--- src/hdl/cpc_settings.svh ---
// CPC expansion constants for ROM page layout, Multiface ports and shadow store slots
`ifndef CPC_SETTINGS_SVH
`define CPC_SETTINGS_SVH

// System ROM target pages in the 8 MB memory map
`define CPC_PAGE_OS         9'h000
`define CPC_PAGE_BASIC      9'h100
`define CPC_PAGE_AMSDOS     9'h107
`define CPC_PAGE_MF2        9'h0FF
`define CPC_PAGE_BADEXT     9'h1EE
`define CPC_PAGE_COMBO_END  9'h1FF

// Memory slot divider, one slot every 2^W cycles
`define CPC_SLOT_DIV_W      3

// Multiface entry points and control ports
`define CPC_MF2_ENTRY       16'h0066
`define CPC_MF2_HIDE        16'h0065
`define CPC_MF2_PORT_HI     14'h3FBA
`define CPC_MF2_RAM_AW      13

// Hardware ports whose writes are shadowed
`define CPC_PORT_GA         8'h7F
`define CPC_PORT_CRTC_SEL   8'hBC
`define CPC_PORT_CRTC_VAL   8'hBD
`define CPC_PORT_PPI        8'hF7
`define CPC_PORT_UROM       8'hDF

// Shadow store addresses in Multiface RAM
`define CPC_SHADOW_PEN       13'h1FCF
`define CPC_SHADOW_BORDER    13'h1FDF
`define CPC_SHADOW_MODE      13'h1FEF
`define CPC_SHADOW_BANK      13'h1FFF
`define CPC_SHADOW_INK_BASE  9'h1F9
`define CPC_SHADOW_CRTC_SEL  13'h1CFF
`define CPC_SHADOW_CRTC_BASE 9'h1DB
`define CPC_SHADOW_PPI       13'h17FF
`define CPC_SHADOW_UROM      13'h1AAC

`endif

--- src/hdl/cpc_pkg.sv ---
// Shared bus, download, memory request and Multiface types for the CPC expansion block
package cpc_pkg;

	// One snapshot of the Z80 bus
	typedef struct packed {
		logic [15:0] addr;
		logic [7:0]  dout;
		logic        m1;
		logic        rd;
		logic        wr;
		logic        iorq;
	} cpu_bus_t;

	// Host download stream
	typedef struct packed {
		logic        active;
		logic        wr;
		logic [24:0] addr;
		logic [7:0]  data;
		logic [7:0]  index;
		logic [15:0] file_ext;
	} host_dl_t;

	// Write request towards the memory controller
	typedef struct packed {
		logic        wr;
		logic [22:0] addr;
		logic [1:0]  bank;
		logic [7:0]  data;
	} mem_wr_t;

	typedef struct packed {
		logic hidden;
		logic disabled;
	} mf2_cfg_t;

	// Gate array command byte, pen index in arg[4:0]
	typedef struct packed {
		logic [1:0] func;
		logic [5:0] arg;
	} ga_fields_t;

	typedef union packed {
		ga_fields_t ga;
		logic [7:0] raw;
	} ga_cmd_u;

	// Lower 16K paging selects
	typedef struct packed {
		logic rom_sel;
		logic ram_sel;
	} mf2_page_t;

endpackage

--- src/hdl/mf2_control.sv ---
// Multiface Two NMI arming, enable and hidden state plus lower 16K paging selects
`timescale 1ns/10ps
`include "cpc_settings.svh"

module mf2_control import cpc_pkg::*; (
	input  logic      clk_sys,
	input  logic      reset,
	input  mf2_cfg_t  cfg,
	input  cpu_bus_t  bus,
	input  logic      key_nmi,
	output logic      nmi,
	output logic      active,
	output mf2_page_t page
);

	logic old_key;
	logic old_m1;
	logic old_io_wr;
	logic hidden;
	logic io_wr;
	logic key_edge;
	logic m1_edge;
	logic io_wr_edge;
	logic port_hit;
	logic at_entry;
	logic at_hide;

	assign io_wr = bus.wr && bus.iorq;

	// Rising edges against the registered copies
	assign key_edge   = key_nmi && !old_key;
	assign m1_edge    = bus.m1 && !old_m1;
	assign io_wr_edge = io_wr && !old_io_wr;

	// FEE8h enables, FEEAh disables
	assign port_hit = (bus.addr[15:2] == `CPC_MF2_PORT_HI);
	assign at_entry = (bus.addr == `CPC_MF2_ENTRY);
	assign at_hide  = (bus.addr == `CPC_MF2_HIDE);

	//////////////////////////////////////////////////
	// Multiface state
	//////////////////////////////////////////////////

	always_ff @(posedge clk_sys) begin
		if (reset) begin
			old_key   <= 1'b0;
			old_m1    <= 1'b0;
			old_io_wr <= 1'b0;
			nmi       <= 1'b0;
			active    <= 1'b0;
			hidden    <= cfg.hidden || cfg.disabled;
		end else begin
			old_key   <= key_nmi;
			old_m1    <= bus.m1;
			old_io_wr <= io_wr;

			// Freeze key arms the NMI
			if (key_edge && !active && !cfg.disabled)
				nmi <= 1'b1;

			// NMI vector fetch pages the Multiface in
			if (nmi && m1_edge && at_entry) begin
				active <= 1'b1;
				hidden <= 1'b0;
				nmi    <= 1'b0;
			end

			if (active && m1_edge && at_hide)
				hidden <= 1'b1;

			if (io_wr_edge && port_hit)
				active <= !bus.addr[1] && !hidden && !cfg.disabled;
		end
	end

	// ROM at 0000h-1FFFh, RAM at 2000h-3FFFh
	assign page.rom_sel = active && (bus.addr[15:13] == 3'b000);
	assign page.ram_sel = active && (bus.addr[15:13] == 3'b001);

endmodule

--- config.mk ---
export PLATFORM = sky130hd
export DESIGN_NAME = mf2_control
export DESIGN_NICKNAME = d
export VERILOG_FILES = /design/src/hdl/cpc_pkg.sv /design/src/hdl/mf2_control.sv
export VERILOG_INCLUDE_DIRS = /design/src /design/src/hdl
export SDC_FILE = /design/constraint.sdc
export NUM_CORES = 1
export LEC_CHECK = 0
export ABC_AREA = 1
export BUFFER_PORTS_ARGS = -buffer_cell sky130_fd_sc_hd__buf_2
export CAP_MARGIN = 40
export CORE_AREA = 4 4 41 43
export CTS_CLUSTER_DIAMETER = 150
export DETAILED_ROUTE_END_ITERATION = 12
export DIE_AREA = 0 0 45 47
export PLACE_DENSITY = 0.78
export SYNTH_ARGS = -nofsm -noshare
export SYNTH_HDL_FRONTEND = slang
export SYNTH_SLANG_ARGS = --single-unit
export TNS_END_PERCENT = 100
--- constraint.sdc ---
create_clock -name clk_sys -period 2 [get_ports clk_sys]
set_clock_uncertainty 0.05 [all_clocks]
set_input_delay 0.3 -clock clk_sys [delete_from_list [all_inputs] [get_ports clk_sys]]
set_output_delay 0.3 -clock clk_sys [all_outputs]
set_load 0.02 [all_outputs]
Word level (Yosys, flattened, before mapping)
Cells that the tools add are included.

storage, ports and cells
  word-level logic and storage cells = 42
  register bits = 6
  input port bits = 33

operators by class
  reductions and logical operators = 27
  muxes and demuxes = 5
  eq/ne operators = 4

operators by type and width
  operator                                                                number
  16-bit by 7-bit equality test with 1-bit output, second input constant  2
  1-bit logical AND                                                       15
  14-bit equality test, second input constant                             1
  1-bit logical NOT                                                       7
  1-bit 2-to-1 mux                                                        5
  3-bit by 1-bit equality test with 1-bit output, second input constant   1
  3-bit logical NOT                                                       1
  3-bit nonzero test                                                      1
  2-bit nonzero test                                                      1
  2-bit OR reduction                                                      1
  1-bit logical OR                                                        1

Longest topological paths before layout
Gate-level depths: netlist (run 1).

  depth in word-level cells = 7
  mapped depth = 8
  depth with buffers taken out = 8

Worst setup path after synthesis (run 1)
OpenSTA, ideal clock, no wires.

  kind = register to output
  start point = register active
  end point = output port page[0] (netlist bit)
  stages on the path, launching flop included = 3
  path slack = 0.804 ns
  data arrival time = 0.846 ns
  data required time = 1.650 ns
  cells stage by stage = dfxtp_1 -> nand2_1 -> nor2_1

RTL lines
  item                    RTL line           RTL
  start, declared         mf2_control.sv:12  output logic active,
  start signal, assigned  mf2_control.sv:72  active <= !bus.addr[1] && !hidden && !cfg.disabled;
  end, declared           mf2_control.sv:13  output mf2_page_t page

==> results of run 1 <==
-- Yosys cell counts --
master | instances | area, µm²
nor3_4 | 1 | 16.3
inv_1 | 13 | 48.8
nand3_1 | 4 | 20.0
a21oi_1 | 2 | 10.0
dfxtp_1 | 5 | 100
nor2_2 | 6 | 37.5
edfxtp_1 | 1 | 30.0
nand3_2 | 1 | 10.0
nand3b_1 | 3 | 22.5
nand4_1 | 1 | 6.26
nor3_1 | 3 | 15.0
nand2_1 | 17 | 63.8
nor2_1 | 17 | 63.8
-- sequential cells by signal, summed over array words and instances (netlist names) --
name / flops
active: 1
hidden: 1
nmi: 1
old_io_wr: 1
old_key: 1
old_m1: 1
-- metal layers --
layer | wire, µm | GRT usage, % | up-vias
met4 | 25 | 7.02 | 0
met2 | 560 | 24.3 | 22
met5 | 0 | 0 | -
met3 | 111 | 3.45 | 5
li1 | - | - | 291
met1 | 464 | 14.6 | 217
-- per-stage QoR --
stage / utilization, % / hold WS [ns] / power, mW / instance area [µm²] / instances
finish: 48.0 / 0.215 / 0.321 / 624 / 120
global route: 48.0 / 0.230 / 0.345 / 624 / 120
CTS: 48.0 / 0.213 / 0.327 / 624 / 120
detailed placement: 46.0 / 0.470 / 0.197 / 598 / 116
global placement: 46.0 / 0.447 / 0.194 / 598 / 116
floorplan: - / 0.321 / 0.162 / 444 / 74
-- final timing paths --
path	start	endpoint	slack, ns	cells after the start
hold / removal	reset	old_m1	0.21	2
setup / recovery	active	page[1]	0.69	3
hold reg to reg	nmi	nmi	0.47	2
setup reg to reg	active	hidden	0.90	4
-- critical path: stages, from the launching register on --
cell and delay [ns]:
dfxtp_1 0.38, nand2_1 0.09, nor2_1 0.08, buf_2 0.16
-- power groups by stage --
stage,Sequential (mW),Clock [mW],Combinational (mW)
6_report,0.132,0.127,0.0626
5_1_grt,0.132,0.141,0.0713
4_1_cts,0.132,0.132,0.0631
3_5_place_dp,0.134,0,0.0629
3_3_place_gp,0.134,0,0.0602
2_1_floorplan,0.136,0,0.0260
-- cells by family after synthesis --
family                 Yosys count
buffers and inverters           13
flip-flops                       6
AND/OR/NAND/NOR                 53
AO/OA/AOI/OAI                    2
-- area by class of cell --
| type | instances | area [µm²] | share of cell area [%] |
|---|---|---|---|
| clock buffer | 4 | 26.3 | 4.21 |
| inverter | 13 | 48.8 | 7.82 |
| multi-input combinational | 55 | 265 | 42.5 |
| sequential | 6 | 130 | 20.8 |
| tap | 15 | 18.8 | 3.01 |
| timing repair buffer | 27 | 135 | 21.6 |
==> results.tsv, run 1 <==
metric	value	unit
outcome	finished, final reports clean	
antenna violations before repair	0	
Initial DRT Pass Iterations	2	
Final Cycle Share	65.4	%
Synth Area in Compound Gates	2.25	%
I/O pins	37	
actual slew at the worst max-slew pin	0.175	ns
TritonCTS clock tree	done	
DR vias	535	
leakage	0.330	nW
count of hold buffers inserted by post-cts repair	0	
Slew Limit Fails	0	
area of the mapped netlist	444	µm²
Synth Instances	74	
commonest non-fill, non-tap cell in the layout	buf_2	
Netlist cell types	13	
PortBufs	27	
Clk Latency, worst-skew pair	0.25	ns
global-route wire length before repair	2.07	mm
unrepaired setup endpoints after global routing	no	
xor and xnor area share after synthesis	0	%
number of global-route vias before repair	540	
post-layout minimum cycle time	1.31	ns
layout cells sized above 1	36.2	%
Max rail drop VDD	366	µV
CTS Sinks	6	
Clock Tree Buf Depth	2	
fill count	151	
Slew HR	88.2	%
Antenna diodes	0	
htree depth	1	
die width	45	µm
most frequent cells in the layout	buf_2 (27), nand2_1 (17), nor2_1 (17), inv_1 (13), nor2_2 (6)	
Switching Share	27.1	%
Detail Route Antenna Nets	0	
die height	47	µm
Setup CP Type	register to output port	
clock group share of total power	39.5	%
Place WS	0.698	ns
Fmax	0.765	GHz
Starting Density	34.1	%
Seq/Total Area, Yosys	29.3	%
setup ws final	0.693	ns
GRT Overall Usage	13.5	%
gr ovfl total	0	
Post-Syn Nets	107	
initial DRC count	2	
mux cell area share after synthesis	0	%
post-cts sizing count	0	
Post-layout nets	139	
P_sw	0.0870	mW
Pwr Density	515	mW/mm²
FF+latch count, synth	6	
Int Pwr	0.234	mW
CP endpoint kind	output port	
Layout area overhead	40.6	%
adder-cell share of the synthesized area	0	%
Ys Warns	0	
simple-gate area share of the yosys netlist	57.5	%
Total Die Area	0.00212	mm²
CP max FO	4	
pin count of the biggest net entering global routing	6	
# Max-Cap Violations	0	
CTS buffer count	3	
crit start category	register	
crit path DAT	0.96	ns
largest family of logic cells by synthesized area	simple AND/OR/NAND/NOR gates	
Fin. Hold Viols	0	
row count	13	
Core Region	0.00130	mm²
sequential share of power	41.0	%
gpl congestion	0.800	
Setup TNS	0	ns
syn avg cell area	6.00	µm²
Vias/cell	4.46	
Routed WL	1.16	mm
drt wl/cell	9.68	µm
combinational power share	19.5	%
Hold WC Path Type	primary input to register	
clk slew on worst S/H paths	0.05	ns
Post-CTS Setup Repair Bufs	0	
count of final setup violators	0	
Post-DP HPWL	1.01	mm
CTS Root Cell	clkbuf_4	
post-route DRC violation count	0	
worst endpoint required time	1.65	ns
Note: power is estimated with default switching activity, not from simulation.
==> run 2: changes to the inputs <==
Settings changed: ABC_AREA 1 to 0, PLACE_DENSITY 0.78 to 0.71.
Clock period 2 ns to 1.1 ns, I/O delays scaled along.
==> run 2 against run 1 <==
Net effect:
- the flow now finishes with violations (negative setup slack)
- critical path depth up 1
- largest power group unchanged
- count of clock-buffer cells in the layout unchanged
- register-to-register slack worse by 1.2 ns
- sequential share of layout area is 0.65 points lower
- first-iteration DRC count grew to 3.5 times the previous value
- sequential cell count is the same
- sequential power is 83% higher
- die area unchanged
==> results.tsv, run 2 <==
metric	value	unit
worst endpoint required time	1.03	ns
mux cell area share after synthesis	0	%
leakage	0.309	nW
largest family of logic cells by synthesized area	simple AND/OR/NAND/NOR gates	
most frequent cells in the layout	buf_2 (25), buf_4 (12)	
simple-gate area share of the yosys netlist	52.5	%
htree depth	1	
failing checks	negative setup slack	
top post-synthesis cells by count	dfxtp_1 (5), nor3_1 (4), nor4b_1 (4)	
Setup CP Type	register to register	
Pwr Density	894	mW/mm²
fin area	657	µm²
Post-synth EDFFs	1	
Antenna diodes	0	
Slew HR	80.9	%
Place WS	-0.388	ns
outcome	finished with violations	
Routed WL	1.20	mm
PortBufs	27	
CP max FO	3	
gpl congestion	0.744	
crit path DAT	1.35	ns
Initial DRT Pass Iterations	4	
commonest non-fill, non-tap cell in the layout	buf_2	
top cells by area, synth	dfxtp_1 (30%), nor4b_1 (11%), edfxtp_1 (9.1%)	
Vias/cell	4.96	
CTS Root Cell	clkbuf_4	
TritonCTS clock tree	done	
drt wl/cell	12.8	µm
setup ws final	-0.317	ns
Post-layout nets	113	
CTS buffer count	3	
Fin. Hold Viols	0	
post-route total power	0.587	mW
Final Cycle Share	129	%
final hold slack	0.0966	ns
Fmax	0.706	GHz
xor and xnor area share after synthesis	0	%
top-count cell post-synth	dfxtp_1	
Slowest cell on crit path	dfxtp_2	
Max rail drop VDD	780	µV
number of global-route vias before repair	458	
Starting Density	25.5	%
post-layout minimum cycle time	1.42	ns
die height	47	µm
Ys Warns	0	
DR vias	466	
Synth Instances	36	
FF+latch count, synth	6	
Slew Limit Fails	0	
CP endpoint kind	register	
max incr delay on CP	0.32	ns
crit start category	register	
global-route wire length before repair	1.93	mm
Total Die Area	0.00212	mm²
die width	45	µm
CP delay by family, top	simple AND/OR/NAND/NOR gates	
count of final setup violators	6	
CP Depth	4	
Post-synth ARST share	0	%
pin count of the biggest net entering global routing	9	
Clk Latency, worst-skew pair	0.26	ns
Synth Area in Compound Gates	7.17	%
Post-DP HPWL	937	µm
layout cells sized above 1	62.0	%
Post-Syn Nets	69	
area of the mapped netlist	332	µm²
Core Region	0.00130	mm²
chain of cells forming the critical path	nor4b_4, nand4_1, nor2_1, or3_1	
Seq/Total Area, Yosys	39.2	%
adder-cell share of the synthesized area	0	%
Hold Path Stages	2	
gr ovfl total	0	
# Max-Cap Violations	0	
core occupancy in the finished layout	50.5	%
clk slew on worst S/H paths	0.05	ns
I/O pins	37	
CTS Sinks	6	
Netlist cell types	19	
top cell type by total area after synthesis	dfxtp_1	
initial DRC count	7	
Clock Tree Buf Depth	2	
actual slew at the worst max-slew pin	0.282	ns
Synth top area share	30.2	%
Area after DPL	573	µm²
Detail Route Antenna Nets	0	
row count	13	
syn avg cell area	9.21	µm²
Layout area overhead	98.1	%
post-route DRC violation count	0	
CP bufs+invs	0	
unrepaired setup endpoints after global routing	yes	
antenna violations before repair	0	
GRT Overall Usage	12.9	%
R2R cell count	4	
Synth Flop Type	dfxtp_1	
Hold WC Path Type	primary input to register	
[run 2: cell count changes after synthesis, sizes merged, moves of 2 or more]
cell    change
a21oi       -2
and4bb      +2
inv        -12
nand2      -15
nand3       -5
nand3b      -2
nand4       +2
nor2       -20
nor2b       +3
nor4b       +4
[run 2: logic make-up (layout without fill, tap and decap cells)]
kind of cell           Yosys count  in the layout
flip-flops                       6              6
buffers and inverters            1             44
AND/OR/NAND/NOR                 26             26
AO/OA/AOI/OAI                    3              3
[run 2: what timing repair did]
action	4_1_cts	5_1_grt
setup endpoints to repair	7	6
buffers inserted	2	0
pin swaps	5	3
hold buffers	0	0
gates resized for setup	6	4
[run 2: report_power, final]
part	internal (mW)	total [mW]	switching, mW
logic	0.0656	0.114	0.0484
registers	0.236	0.241	0.00527
clock network	0.138	0.232	0.0940
[run 2: worst paths after layout]
path,endpoint,startpoint,slack [ns]
setup / recovery,hidden,old_m1,-0.32
hold / removal,old_key,key_nmi,0.1
setup reg to reg,hidden,old_m1,-0.32
hold reg to reg,nmi,nmi,0.50
[run 2: per-stage QoR]
step                setup TNS, ns  instances
global placement            -1.05         88
detailed placement          -1.19         88
finish                      -1.27         94
floorplan                  -0.555         36
global route                -1.74         94
CTS                         -1.08         94
[run 2: cell type report]
class | instances | area (µm²)
Timing Repair Buffer | 39 | 238
Clock buffer | 4 | 26.3
Tap cell | 15 | 18.8
Inverter | 1 | 3.75
Sequential cell | 6 | 133
Multi-Input combinational cell | 29 | 238
Fill cell | 135 | 644
[run 2: layer usage]
metal | global-route usage [%] | wire, µm | vias up
met5 | 0 | 0 | -
met2 | 22.9 | 706 | 14
li1 | - | - | 231
met3 | 4.98 | 64 | 2
met4 | 5.85 | 13 | 0
met1 | 13.6 | 417 | 219
==> run 3: changes to the inputs <==
Settings changed: RECOVER_POWER set to 100.
==> run 3 against run 2 <==
Net effect:
- the run still ends with negative setup slack left
- via count decreased by 1.1%
- count of clock-buffer cells in the layout unchanged
- global-route usage unchanged
- setup slack about the same
- critical path type unchanged
- critical endpoint unchanged
- highest routed layer unchanged
==> results.tsv, run 3 (synthesized netlist as in run 2, its figures left out) <==
metric	value	unit
Final Cycle Share	129	%
crit start category	register	
core occupancy in the finished layout	50.4	%
Hold Startpoint	key_nmi	
row count	13	
Clk Latency, worst-skew pair	0.26	ns
crit path DAT	1.35	ns
Core Region	0.00130	mm²
antenna violations before repair	0	
Setup TNS	-1.28	ns
Routed WL	1.20	mm
actual slew at the worst max-slew pin	0.282	ns
Hold WC Path Type	primary input to register	
Slew Limit Fails	0	
most frequent cells in the layout	buf_2 (22), buf_4 (11), clkbuf_4 (4)	
leakage	0.305	nW
R2R cell count	4	
Finished Layout Cells	94	
fill count	133	
sequential share of power	41.1	%
R2R setup slack	-0.32	ns
clock group share of total power	39.6	%
CTS Sinks	6	
drt wl/cell	12.8	µm
Slew HR	80.9	%
Starting Density	25.5	%
combinational power share	19.3	%
Layout area overhead	97.7	%
layout cells sized above 1	60.8	%
fin area	656	µm²
setup ws final	-0.317	ns
Critical R2R Launch	old_m1	
Pwr Density	895	mW/mm²
final hold slack	0.0966	ns
Fmax	0.706	GHz
Post-Place Cells	88	
gr ovfl total	0	
CP endpoint kind	register	
P_sw	0.148	mW
post-layout minimum cycle time	1.42	ns
CTS buffer count	3	
# Max-Cap Violations	0	
DR vias	461	
Hold Path Stages	2	
outcome	finished with violations	
clk slew on worst S/H paths	0.05	ns
Place WS	-0.388	ns
Vias/cell	4.90	
Initial DRT Pass Iterations	4	
Max rail drop VDD	780	µV
number of global-route vias before repair	458	
unrepaired setup endpoints after global routing	yes	
TritonCTS clock tree	done	
Total Die Area	0.00212	mm²
worst endpoint required time	1.03	ns
Area after DPL	573	µm²
die height	47	µm
count of final setup violators	6	
failing checks	negative setup slack	
I/O pins	37	
CTS Root Cell	clkbuf_4	
Post-layout nets	113	
global-route wire length before repair	1.93	mm
htree depth	1	
hold endpoint	old_key	
GRT Overall Usage	12.9	%
PortBufs	27	
Clock Tree Buf Depth	2	
commonest non-fill, non-tap cell in the layout	buf_2	
Antenna diodes	0	
initial DRC count	7	
gpl congestion	0.744	
die width	45	µm
Int Pwr	0.439	mW
Setup CP Type	register to register	
RR Endpoint	hidden	
Detail Route Antenna Nets	0	
post-route total power	0.587	mW
Fin. Hold Viols	0	
pin count of the biggest net entering global routing	9	
Switching Share	25.2	%
post-route DRC violation count	0	
Post-DP HPWL	937	µm
CP max FO	3	
count of hold buffers inserted by post-cts repair	0	
## run 3: cell types whose count changed in the layout (fill, tap and decap cells not counted)
cell and change:
clkbuf_2 +2, buf_4 -1, clkbuf_4 +1, clkbuf_1 +1
buf_2 -3
## run 3: worst max-delay path, stage by stage (launching register included)
cell,delay [ns]
dfxtp_2,0.32
nor4b_4,0.25
nand4_1,0.20
nor2_1,0.18
or3_1,0.13
## run 3: what timing repair did
item / in CTS / in global routing
setup buffers: 2 / 0
setup endpoints to repair: 7 / 6
pin swaps: 5 / 3
gates resized for setup: 6 / 4
## run 3: per-layer routing
metal | share of wire, % | up-vias | track usage (%)
met5 | 0 | - | 0
met4 | 1.1 | 0 | 5.85
met3 | 5.2 | 2 | 4.98
met2 | 58 | 14 | 22.9
met1 | 35 | 214 | 13.6
li1 | - | 231 | -
## run 3: worst max-delay path by stage
stage,start,endpoint,slack (ns),cells past startpoint
finish,old_m1,hidden,-0.32,4
global route,old_m1,hidden,-0.41,4
CTS,old_m1,hidden,-0.26,4
detailed placement,bus[16],active,-0.39,5
global placement,bus[16],active,-0.33,5
floorplan,bus[16],active,-0.20,4
## run 3: area by class of cell
cell class	instances	area, µm²	share of cell area [%]
multi-input combinational	29	238	36.3
inverter	1	3.75	0.573
timing repair buffer	39	236	36.1
sequential	6	133	20.2
tap	15	18.8	2.86
clock buffer	4	26.3	4.01
## run 3: power by group through the flow
stage / Clock (mW) / Combinational [mW] / Sequential (mW)
2_1_floorplan: 0 / 0.0247 / 0.246
3_3_place_gp: 0 / 0.103 / 0.244
3_5_place_dp: 0 / 0.105 / 0.244
4_1_cts: 0.239 / 0.108 / 0.240
5_1_grt: 0.259 / 0.124 / 0.242
6_report: 0.232 / 0.113 / 0.241
