==> src/hdl/cpc_settings.svh <==
// CPC expansion constants for ROM page layout, Multiface ports and shadow store slots
`ifndef CPC_SETTINGS_SVH
`define CPC_SETTINGS_SVH

// System ROM target pages in the 8 MB memory map
`define CPC_PAGE_OS         9'h000
`define CPC_PAGE_BASIC      9'h100
`define CPC_PAGE_AMSDOS     9'h107
`define CPC_PAGE_MF2        9'h0FF
`define CPC_PAGE_BADEXT     9'h1EE
`define CPC_PAGE_COMBO_END  9'h1FF

// Memory slot divider, one slot every 2^W cycles
`define CPC_SLOT_DIV_W      3

// Multiface entry points and control ports
`define CPC_MF2_ENTRY       16'h0066
`define CPC_MF2_HIDE        16'h0065
`define CPC_MF2_PORT_HI     14'h3FBA
`define CPC_MF2_RAM_AW      13

// Hardware ports whose writes are shadowed
`define CPC_PORT_GA         8'h7F
`define CPC_PORT_CRTC_SEL   8'hBC
`define CPC_PORT_CRTC_VAL   8'hBD
`define CPC_PORT_PPI        8'hF7
`define CPC_PORT_UROM       8'hDF

// Shadow store addresses in Multiface RAM
`define CPC_SHADOW_PEN       13'h1FCF
`define CPC_SHADOW_BORDER    13'h1FDF
`define CPC_SHADOW_MODE      13'h1FEF
`define CPC_SHADOW_BANK      13'h1FFF
`define CPC_SHADOW_INK_BASE  9'h1F9
`define CPC_SHADOW_CRTC_SEL  13'h1CFF
`define CPC_SHADOW_CRTC_BASE 9'h1DB
`define CPC_SHADOW_PPI       13'h17FF
`define CPC_SHADOW_UROM      13'h1AAC

`endif

==> src/hdl/cpc_pkg.sv <==
// Shared bus, download, memory request and Multiface types for the CPC expansion block
package cpc_pkg;

	// One snapshot of the Z80 bus
	typedef struct packed {
		logic [15:0] addr;
		logic [7:0]  dout;
		logic        m1;
		logic        rd;
		logic        wr;
		logic        iorq;
	} cpu_bus_t;

	// Host download stream
	typedef struct packed {
		logic        active;
		logic        wr;
		logic [24:0] addr;
		logic [7:0]  data;
		logic [7:0]  index;
		logic [15:0] file_ext;
	} host_dl_t;

	// Write request towards the memory controller
	typedef struct packed {
		logic        wr;
		logic [22:0] addr;
		logic [1:0]  bank;
		logic [7:0]  data;
	} mem_wr_t;

	typedef struct packed {
		logic hidden;
		logic disabled;
	} mf2_cfg_t;

	// Gate array command byte, pen index in arg[4:0]
	typedef struct packed {
		logic [1:0] func;
		logic [5:0] arg;
	} ga_fields_t;

	typedef union packed {
		ga_fields_t ga;
		logic [7:0] raw;
	} ga_cmd_u;

	// Lower 16K paging selects
	typedef struct packed {
		logic rom_sel;
		logic ram_sel;
	} mf2_page_t;

endpackage

==> src/hdl/rom_loader.sv <==
// ROM loader turning host download bytes into paged memory writes and the upper ROM map
`timescale 1ns/10ps
`include "cpc_settings.svh"

module rom_loader import cpc_pkg::*; (
	input  logic           clk_sys,
	input  logic           reset,
	input  host_dl_t       dl,
	output logic           dl_wait,
	output mem_wr_t        mem,
	output logic [255:0]   rom_map
);

	logic [`CPC_SLOT_DIV_W-1:0] slot_div;
	logic       slot;
	logic       rom_dl;
	logic       dl_start;
	logic       old_active;
	logic [8:0] page;
	logic       combo;
	logic       dual;
	logic [10:0] sys_chunk;
	logic [8:0] sys_page;
	logic [4:0] hi_nib;
	logic [4:0] lo_nib;
	logic [8:0] ext_page;
	logic       ext_combo;
	logic       slot_end;
	logic       copy_again;
	logic       wr_done;

	// Hex character to nibble, bit 4 flags a valid digit
	function automatic logic [4:0] hex_nibble(input logic [7:0] c);
		logic [4:0] r;
		r = 5'd0;
		if (c >= "0" && c <= "9")
			r = {1'b1, c[3:0]};
		else if (c >= "A" && c <= "F")
			r = {1'b1, c[3:0] + 4'd9};
		return r;
	endfunction

	assign rom_dl    = dl.active && (dl.index[4:0] < 5'd4);
	assign dl_start  = rom_dl && !old_active;
	assign sys_chunk = dl.addr[24:14];

	// OS, BASIC, AMSDOS, MF2 repeat for both models
	always_comb begin
		case (sys_chunk[1:0])
			2'd0: sys_page = `CPC_PAGE_OS;
			2'd1: sys_page = `CPC_PAGE_BASIC;
			2'd2: sys_page = `CPC_PAGE_AMSDOS;
			default: sys_page = `CPC_PAGE_MF2;
		endcase
	end

	assign hi_nib = hex_nibble(dl.file_ext[15:8]);
	assign lo_nib = hex_nibble(dl.file_ext[7:0]);

	// Expansion page from the two extension characters
	always_comb begin
		ext_page  = `CPC_PAGE_BADEXT;
		ext_combo = 1'b0;
		if (hi_nib[4] && lo_nib[4])
			ext_page = {1'b1, hi_nib[3:0], lo_nib[3:0]};
		// ZZ and Z0 load over the system area
		if (dl.file_ext == "ZZ")
			ext_page = `CPC_PAGE_OS;
		if (dl.file_ext == "Z0") begin
			ext_page  = `CPC_PAGE_OS;
			ext_combo = 1'b1;
		end
	end

	//////////////////////////////////////////////////
	// Memory slot timing
	//////////////////////////////////////////////////

	always_ff @(posedge clk_sys) begin
		if (reset)
			slot_div <= '0;
		else
			slot_div <= slot_div + 1'b1;
	end

	assign slot       = (slot_div == '0);
	assign slot_end   = slot && mem.wr && dl_wait;
	assign copy_again = dual && (mem.bank == 2'd0);
	assign wr_done    = slot_end && !copy_again;

	always_ff @(posedge clk_sys) begin
		if (reset) begin
			dl_wait    <= 1'b0;
			mem.wr     <= 1'b0;
			old_active <= 1'b0;
			combo      <= 1'b0;
			page       <= `CPC_PAGE_BADEXT;
		end else begin
			old_active <= dl.active;

			if (rom_dl && dl.wr) begin
				dl_wait        <= 1'b1;
				mem.data       <= dl.data;
				mem.addr[13:0] <= dl.addr[13:0];
				dual           <= (dl.index[7:6] == 2'd1);
				if (dl.index != 8'd0) begin
					mem.addr[22]    <= page[8];
					mem.addr[21:14] <= page[7:0] + dl.addr[21:14];
					mem.bank        <= {1'b0, &dl.index[7:6]};
				end else if (sys_chunk < 11'd8) begin
					mem.addr[22:14] <= sys_page;
					// Chunks 4..7 are the 664 set in bank 1
					mem.bank        <= {1'b0, sys_chunk[2]};
				end else begin
					dl_wait <= 1'b0;
				end
			end

			if (slot) begin
				mem.wr <= dl_wait;
				if (slot_end) begin
					mem.wr <= 1'b0;
					if (copy_again)
						mem.bank <= 2'd1;
					else
						dl_wait <= 1'b0;
				end
			end

			// Combo image moves on after its first 16K
			if (wr_done && combo && (&mem.addr[13:0])) begin
				combo <= 1'b0;
				page  <= `CPC_PAGE_COMBO_END;
			end

			if (dl_start && (dl.index != 8'd0)) begin
				page  <= ext_page;
				combo <= ext_combo;
			end
		end
	end

	// Present upper ROMs, kept across reset
	always_ff @(posedge clk_sys) begin
		if (dl_start && (dl.index == 8'd0))
			rom_map <= '0;
		else if (wr_done && mem.addr[22])
			rom_map[mem.addr[21:14]] <= 1'b1;
	end

endmodule

==> config.mk <==
export PLATFORM = sky130hd
export DESIGN_NAME = rom_loader
export DESIGN_NICKNAME = d
export VERILOG_FILES = /design/src/hdl/cpc_pkg.sv /design/src/hdl/rom_loader.sv
export VERILOG_INCLUDE_DIRS = /design/src /design/src/hdl
export SDC_FILE = /design/constraint.sdc
export NUM_CORES = 1
export LEC_CHECK = 0
export BUFFER_PORTS_ARGS = -buffer_cell sky130_fd_sc_hd__clkbuf_2
export CORE_AREA = 3 3 159 161
export DETAILED_ROUTE_END_ITERATION = 16
export DIE_AREA = 0 0 162 164
export GPL_TIMING_DRIVEN = 0
export PLACE_DENSITY_LB_ADDON = 0.25
export SLEW_MARGIN = 5
export SYNTH_ARGS = -nofsm -noshare
export SYNTH_HDL_FRONTEND = slang
export SYNTH_SLANG_ARGS = --single-unit
==> constraint.sdc <==
create_clock -name clk_sys -period 2.3 [get_ports clk_sys]
set_input_delay 0 -clock clk_sys [delete_from_list [all_inputs] [get_ports clk_sys]]
set_output_delay 0 -clock clk_sys [all_outputs]
set_load 0.05 [all_outputs]
# Word level (Yosys, flattened, before mapping)
# Index checks and enable logic that the tools add are counted.
# op_classes
n_eq_ne,5
n_mux,30
n_reduce_logical,31
n_lt_le_gt_ge,12
bitwise,2
n_addsub,4
# ops
op,count
256-bit OR,1
9-bit two-way mux,6
"16-bit by 15-bit equality test with 1-bit output, second input constant",2
9-bit case mux with 3 select lines,1
5-bit two-way mux,4
1-bit logical AND,18
"8-bit by 6-bit greater-or-equal comparator with 1-bit output, second input constant",2
"8-bit by 7-bit greater-or-equal comparator with 1-bit output, second input constant",2
"8-bit by 6-bit <= comparator with 1-bit output, second input constant",2
"8-bit by 7-bit <= comparator with 1-bit output, second input constant",2
14-bit AND reduction,1
"11-bit by 4-bit less-than comparator with 1-bit output, second input constant",1
1-bit two-way mux,11
10-bit two-way mux,1
2-bit two-way mux,5
"8-bit by 9-bit less-than comparator with 1-bit output, second input constant",1
"4-bit adder, second input constant",2
8-bit adder,1
1-bit demux with 8-bit select,1
"8-bit by 1-bit greater-or-equal comparator with 1-bit output, second input constant",1
8-bit logical NOT,1
8-bit two-way mux,1
8-bit nonzero test,1
"5-bit by 3-bit less-than comparator with 1-bit output, second input constant",1
10 further kinds,15
# word_totals
elab_cells,96
out_inout_bits,291
regBits,306
inputBits,61

# Longest topological paths before layout
# Gate-level depths: netlist (run 1).
# depth
ltp_word,9
depth_mapped,9
mapped_depth_nobuf,8

# Least setup slack after synthesis (run 1)
# No wires, ideal clock.
# synth_path
path_kind,reg2reg
from,register mem[25] (netlist name)
to,register rom_map[115]
synth_period_minus_slack_ns,2.011
arrival_time_ns,1.946
setup_time_ns,0.065
stages_incl_launch_ff,7
path_buffers,1
t_required_ns,2.235
slack_ns,0.289
path_cell_list,edfxtp_1 > nand2_1 > nor3_1 > nor2b_2 > buf_2 > a21oi_1 > nor2_1
# synth_between
elab_chain_cells,5
word_cells_on_any_way,6
classes_between,order compare (2); mux (2); bitwise (1); reduce/logical (1)
# synth_lines
item,line_no,source
from (decl),rom_loader.sv:10,"output mem_wr_t mem,"
8-bit by 9-bit less-than comparator with 1-bit output (not written as such) / 8-bit by 1-bit greater-or-equal comparator with 1-bit output (equally long branches),rom_loader.sv:148,rom_map[mem.addr[21:14]] <= 1'b1;
1-bit logical AND (not written as such),rom_loader.sv:148,
1-bit two-way mux (not written as such),rom_loader.sv:148,
1-bit demux with 8-bit select *,rom_loader.sv:148,
256-bit OR (no line) *,-,
to (signal assigned),rom_loader.sv:146,rom_map <= '0;
"to (signal, indexed assignment)",rom_loader.sv:148,
to (decl),rom_loader.sv:11,output logic [255:0] rom_map
# Mark *: on every way between the ends. The rest lies on a longest branch, timed or not.
# A chain may end at the register's enable or synchronous reset.

# Worst setup path after layout (run 1)
# layout_path
from,register slot_div[0]
to,register rom_map[125]
# layout_between
elab_chain_cells,5
# layout_lines
item,line_no,source
from (decl),rom_loader.sv:14,logic [`CPC_SLOT_DIV_W-1:0] slot_div;
from (signal assigned),rom_loader.sv:83,slot_div <= slot_div + 1'b1;
3-bit logical NOT,rom_loader.sv:86,assign slot = (slot_div == '0);
1-bit logical AND (2 in a row),rom_loader.sv:87,assign slot_end = slot && mem.wr && dl_wait;
1-bit logical AND,rom_loader.sv:89,assign wr_done = slot_end && !copy_again;
1-bit logical AND,rom_loader.sv:147,else if (wr_done && mem.addr[22])
# Every way passes these cells.

==> results of run 1 <==
[cells by family after synthesis]
logic type	count (synthesis)	synth area share (%)
and+or+nand+nor	398	17.6
AOI/OAI and AO/OA	315	15.6
DFF	306	59.8
buffers and inverters	82	3.60
adders and majority gates	22	2.62
xor gates and xnor gates	7	0.567
muxes	2	0.197
[metrics by stage]
stage | setup WS (ps) | total power [mW] | area [sq um] | TNS (ps)
floorplan | 289 | 7.48 | 10800 | 0
global placement | -93.2 | 7.98 | 13000 | -2130
detailed placement | 12.5 | 8.01 | 13000 | 0
CTS | -14.6 | 12.9 | 14400 | -78.3
global route | -87.5 | 13.2 | 14500 | -2250
finish | 41.7 | 12.8 | 14500 | 0
[cell usage after synthesis (all sizes together), types with 2 or more instances]
master | n | area (sq um)
a211oi | 2 | 20.0
a21boi | 2 | 15.0
a21o | 3 | 23.8
a21oi | 268 | 1350
a22oi | 2 | 15.0
a2bb2oi | 2 | 23.8
and3 | 5 | 31.3
buf | 50 | 269
clkbuf | 14 | 52.6
dfxtp | 272 | 5450
edfxtp | 34 | 1020
ha | 21 | 263
inv | 18 | 67.6
nand2 | 15 | 56.3
nand2b | 9 | 58.8
nand3 | 12 | 60.1
nand4 | 4 | 25.0
nor2 | 290 | 1090
nor2b | 13 | 96.3
nor3 | 24 | 215
nor3b | 5 | 37.5
nor4 | 9 | 108
o2111a | 2 | 22.5
o211ai | 2 | 15.0
o21ai | 21 | 105
o21bai | 4 | 30.0
or3b | 2 | 17.5
xnor2 | 4 | 35.0
xor2 | 3 | 26.3
[sequential cells by signal, summed over array words and instances, names as in the netlist]
signal	cells
old_active	1
slot_div	3
dual	1
rom_map	256
page	9
mem	34
combo	1
dl_wait	1
[worst max-delay path: stages, from the launching register on]
cell	delay, ps
dfxtp_1	330
inv_1	60
ha_1	150
and4b_1	310
nand3b_4	210
nor3_2	500
buf_2	400
a21oi_1	130
nor2_1	100
[final cells by class]
type | instances | area share [%]
clock inverters | 14 | 0.922
multi-input cells | 744 | 27.7
inverters | 18 | 0.465
repair buffers | 399 | 15.4
clock buffers | 41 | 5.87
well taps | 324 | 2.79
plain buffers | 64 | 2.34
flip-flops and latches | 306 | 44.5
[power groups by stage]
stage	logic (mW)	registers (mW)	clock network [mW]
detailed placement	1.97	6.04	0
global route	2.16	5.96	5.12
finish	2.04	5.93	4.84
global placement	1.95	6.03	0
CTS	2.04	5.93	4.90
floorplan	0.338	7.15	0
[layer usage]
layer  global-route usage [%]  routed length [microns]  vias up
li1                         -                        -     4745
met1                     31.1                    14300     4621
met2                     43.8                    16900      386
met3                     5.45                     2630       54
met4                     6.59                      721        0
met5                        0                        0        -
[final timing paths]
check              startpoint            to  slack (ps)  cells past startpoint
setup reg to reg  slot_div[0]  rom_map[125]          40                      8
hold / removal          dl[7]       page[0]          20                      6
setup / recovery  slot_div[0]  rom_map[125]          40                      8
hold reg to reg   slot_div[0]   slot_div[0]         460                      1
[repair_timing]
action / CTS / global route
endpoints found under the hold margin: 44 / 0
hold buffers: 47 / 0
pin swaps: 0 / 2
endpoints found under the setup margin: 21 / 124
resized for setup: 3 / 19
==> key figures, run 1 <==
Power and ir drop
  – Sequential power share: 46.3%
  – Clock power share: 37.8%
  – Comb pwr share: 15.9%
  – Int Pwr: 9.02 mW
  – Switch Pwr: 3.78 mW
  – Max rail drop VDD: 0.000577 V
  – PD cells: 882 mW/mm^2
  – Leak: 6.51 nW
  – Switching Fraction: 29.6%

CTS
  – CTS clk-pin slew, worst paths: 60 ps
  – H-tree Lvls: 1
  – Root Buffer: clkbuf_16
  – Max Buffers Root-to-Sink: 3
  – Clock buffer count from CTS: 30
  – Clock sinks: 306
  – Worst skew pair latency: 560 ps
  – Setup Buffers After CTS: 0
  – CTS tree: built

Final layout
  – Nets@finish: 1,646
  – Area Growth Syn to Fin: 34.4%
  – Area of the multi-input gates: 0.00401 sq mm
  – Most frequent cells in the layout: 352 x clkbuf_2, 286 x nor2_1, 272 x dfxtp_1
  – Layout Utilization: 60.2%
  – Commonest non-fill, non-tap cell in the layout: clkbuf_2
  – Storage element area: 0.00647 sq mm
  – Number of diodes: 0
  – Fill cells: 2,147
  – Share of cells above drive strength 1: 31.7%
  – Non-filler cells, final: 1,910

Timing
  – Setup repair after global routing missed its margin: true
  – Peak Freq: 443 MHz
  – Clock Skews: 21.8 ps
  – Hold Slack: 24.2 ps
  – Final setup violation count: 0
  – Final Hold Vio Count: 0
  – Fin crit share: 98.2%
  – Max-slew violation count: 0
  – Worst slew margin: 48.4%
  – Slew @ Worst Pin: 772 ps
  – Tmin final: 2260 ps

Yosys
  – Cell count after synthesis: 1,132
  – Syn nets: 1,215
  – Syn. warnings: 0
  – Avg Cell Area, Syn: 9.54 sq um
  – Post-synth top flop: dfxtp_1
  – Async S/R FF share, synth: 0%
  – Synth cell types: 63
  – Post-synth EDFFs: 34
  – Sequential share of the synthesized area: 59.8%
  – Synth Register Bits: 306
  – Synthesized area: 0.0108 sq mm

Run
  – Max Cap Viol: 0

Outcome
  – Status: finished clean

Global route
  – First-pass GRT wire length: 52.7 mm
  – Initial antenna violation count: 0
  – Largest net degree at the start of global routing: 16
  – Total gr overflow: 0
  – Total GRT Usage: 24.9%
  – Vias in the first global route: 9,403

Worst setup path
  – Setup CP Type: reg -> reg
  – Worst setup EP type: register
  – CP required: 2770 ps
  – Setup crit start kind: register
  – Crit path DAT: 2730 ps
  – Crit path max fanout: 10

Placed design
  – GP Congestion: 0.834
  – Post-DP HPWL: 24.9 mm
  – I/O Buffers: 351
  – Placed Instances: 1,808

Floorplan
  – Full die area: 0.0266 sq mm
  – Row count: 57
  – I/O pin count: 352
  – Starting Density: 44.8%
  – Width of the die: 162 microns
  – Die height: 164 microns
  – Core area: 0.0241 sq mm

Drt
  – Vias: 9,806
  – Drt pass-1 iters: 5
  – Residual DRC: 0
  – WL per Instance: 18.1 microns
  – WL final: 34.6 mm
  – Detail Route Antenna Nets: 0
  – Via/cell ratio: 5.13
  – Drt first-iter violations: 641

Worst hold path
  – Worst hold path type: in -> reg
Power figures use the tool's default switching activity.
==> run 2, diff against run 1 <==
- ABC_AREA: unset -> 1
- CORE_AREA: 3 3 159 161 -> 3 3 163 165
- DIE_AREA: 0 0 162 164 -> 0 0 166 168
==> run 2 against run 1 <==
Against the previous run:
- worst setup slack gained 120 ps
- hold slack gained 17 ps
- global-route usage grew 2.7 points
- first-iteration DRC count grew 33%
- sequential share of layout area shrank 2.2 points
- die area grew 5.0%
- routed wire length grew 16%
- utilization grew 0.39 points
- critical path depth shrank 2
- clock power grew 18%
- non-clock buffer count grew 23
- critical endpoint is now rom_map[29]
- largest cell class unchanged
- largest power group is now clock
- highest routed layer unchanged
==> key figures, run 2 <==
Yosys
  – Most frequent cell after synthesis: dfxtp_1
  – Syn. warnings: 0
  – Synth area leader: dfxtp_1
  – Synth cell types: 33
  – Sequential share of the synthesized area: 57.2%
  – Cell count after synthesis: 1,309
  – Async S/R FF share, synth: 0%
  – Synth top area share: 48.2%
  – Commonest cells post-synth: 272 x dfxtp_1, 265 x nor2_1, 141 x a31oi_1, 125 x a21oi_1
  – Top post-synthesis cells by area: dfxtp_1 48%, edfxtp_1 9.0%, nor2_1 8.8%, a31oi_1 7.8%, a21oi_1 5.5%
  – Post-synth top flop: dfxtp_1
  – Post-synth EDFFs: 34
  – Synthesized area: 0.0113 sq mm
  – Synth Register Bits: 306
  – Avg Cell Area, Syn: 8.63 sq um
  – Syn nets: 1,392

Worst setup path
  – Crit path max fanout: 10
  – Crit-path slowest cell: nor2_1
  – CP required: 2800 ps
  – Crit path top cell by count: nor2_1
  – Setup slack, reg-to-reg: 160 ps
  – CP startpoint: mem[29]
  – Setup crit start kind: register
  – Worst setup EP type: register
  – Reg2reg start: mem[29]
  – Crit-path cells: inv_1 -> nand2_1 -> nor2_1 -> clkbuf_1 -> a31oi_1 -> nor2_1
  – Setup CP Type: reg -> reg
  – Slowest cell delay on critical path: 500 ps
  – Crit path DAT: 2640 ps

Timing
  – Clock Skews: 16.1 ps
  – Setup TNS: 0 ps
  – Tmin final: 2140 ps
  – Final setup violation count: 0
  – Fin crit share: 92.8%
  – Final setup margin: 165 ps
  – Slew @ Worst Pin: 858 ps
  – Worst slew margin: 42.6%
  – Final Hold Vio Count: 0
  – Setup repair after global routing missed its margin: false
  – Peak Freq: 468 MHz
  – Max-slew violation count: 0
  – Hold Slack: 41.2 ps

Global route
  – GRT met3 Usage: 4.27%
  – Largest net degree at the start of global routing: 17
  – Grt met1 use: 35.4%
  – Vias in the first global route: 10.7k
  – Total GRT Usage: 27.6%
  – First-pass GRT wire length: 61.3 mm
  – Total gr overflow: 0
  – Grt peak-use layer: met2
  – Initial antenna violation count: 0
  – Grt met2 use: 47.0%

CTS
  – Root Buffer: clkbuf_16
  – Clock sinks: 306
  – Worst skew pair latency: 570 ps
  – Max Buffers Root-to-Sink: 3
  – Clock buffer count from CTS: 31
  – CTS tree: built
  – CTS clk-pin slew, worst paths: 60 ps
  – Setup Buffers After CTS: 0
  – H-tree Lvls: 1

Final layout
  – Nets@finish: 1,828
  – Regs by FF count: rom_map (256), mem (34), page (9)
  – Commonest non-fill, non-tap cell in the layout: clkbuf_2
  – Max reg flops: 256
  – Final instance area: 0.0153 sq mm
  – Layout Utilization: 60.6%
  – Number of diodes: 0
  – Non-filler cells, final: 2,100
  – Share of cells above drive strength 1: 27.9%
  – Most flop-heavy register: rom_map
  – Area Growth Syn to Fin: 35.1%
  – Most frequent cells in the layout: 357 x clkbuf_2, 272 x dfxtp_1, 255 x nor2_1

Drt
  – Detail Route Antenna Nets: 0
  – WL final: 40.3 mm
  – Via/cell ratio: 5.32
  – Drt first-iter violations: 852
  – WL per Instance: 19.2 microns
  – Vias: 11.2k
  – Residual DRC: 0
  – Drt pass-1 iters: 5

Worst hold path
  – Worst hold path type: in -> reg
  – Hold_sp: dl[15]

Run
  – Max Cap Viol: 0

Floorplan
  – Starting Density: 44.9%
  – Row count: 58
  – Full die area: 0.0279 sq mm
  – Core area: 0.0252 sq mm
  – Width of the die: 166 microns
  – Die height: 168 microns
  – I/O pin count: 352

Placed design
  – Post-DP HPWL: 28.3 mm
  – GP Congestion: 0.833
  – Dpl ws: -224 ps
  – Placed Instances: 1,989
  – I/O Buffers: 349
  – DP Area: 0.0135 sq mm

Power and ir drop
  – Sequential power share: 46.5%
  – Comb pwr share: 5.4%
  – Total power: 11.8 mW
  – Max rail drop VDD: 0.000536 V
  – Leak: 7.26 nW
  – PD cells: 776 mW/mm^2
  – Clock power share: 48.2%
  – Switching Fraction: 22.4%
  – Switch Pwr: 2.65 mW
  – Int Pwr: 9.20 mW

Outcome
  – Status: finished clean
-- run 2: changes by cell type after synthesis, moves of 10 or more --
cell / delta
nand2_1: +106
inv_1: +103
nor2_1: -25
nor3_2: -10
clkbuf_1: +14
buf_4: +10
nand3_1: +53
a31oi_1: +141
a21oi_1: -142
-- run 2: final timing paths --
check	cells after the start	endpoint
setup / recovery	6	rom_map[29]
hold / removal	7	page[6]
setup reg to reg	6	rom_map[29]
hold reg to reg	1	slot_div[0]
-- run 2: cells by family (layout without fill, tap and decap cells) --
logic type / after synthesis / in the layout / synth area share, %
DFF: 306 / 306 / 57.2
AOI/OAI and AO/OA: 289 / 289 / 14.5
xor gates and xnor gates: 8 / 8 / 0.620
buffers and inverters: 207 / 668 / 7.87
adders and majority gates: 22 / 22 / 2.50
and+or+nand+nor: 477 / 477 / 17.3
-- run 2: worst max-delay path: cells and delay by family, from the launching register on --
kind | cells | cell delay, ps
buffers and inverters | 2 | 610
flip-flops | 1 | 470
AO/OA/AOI/OAI | 1 | 200
AND/OR/NAND/NOR | 3 | 800
-- run 2: area by class of cell --
type / count / area, sq um
Buffer: 83 / 444
Clock buffer: 40 / 885
Clock inverter: 18 / 297
Fill cell: 2239 / 9920
Inverter: 124 / 465
Multi-Input combinational cell: 796 / 4000
Sequential cell: 306 / 6470
Tap cell: 330 / 413
Timing Repair Buffer: 403 / 2290
-- run 2: repair_timing --
| action | in CTS | in global routing |
|---|---|---|
| endpoints found under the setup margin | 77 | 108 |
| hold buffers | 53 | 0 |
| gates resized for setup | 6 | 29 |
| pin swaps | 0 | 0 |
| endpoints found under the hold margin | 51 | 0 |
-- run 2: metal layers --
metal  vias up  part of all wire [%]
met1      5346                    41
met4         0                   3.8
li1       5241                     -
met5         -                     0
met3        89                   7.7
met2       494                    48
-- run 2: power by group through the flow --
stage | Combinational (mW) | Sequential, mW | Clock (mW)
6_report | 0.635 | 5.51 | 5.71
3_5_place_dp | 0.563 | 5.62 | 0
5_1_grt | 0.687 | 5.51 | 5.98
4_1_cts | 0.631 | 5.51 | 5.76
3_3_place_gp | 0.551 | 5.62 | 0
2_1_floorplan | 0.172 | 5.83 | 0
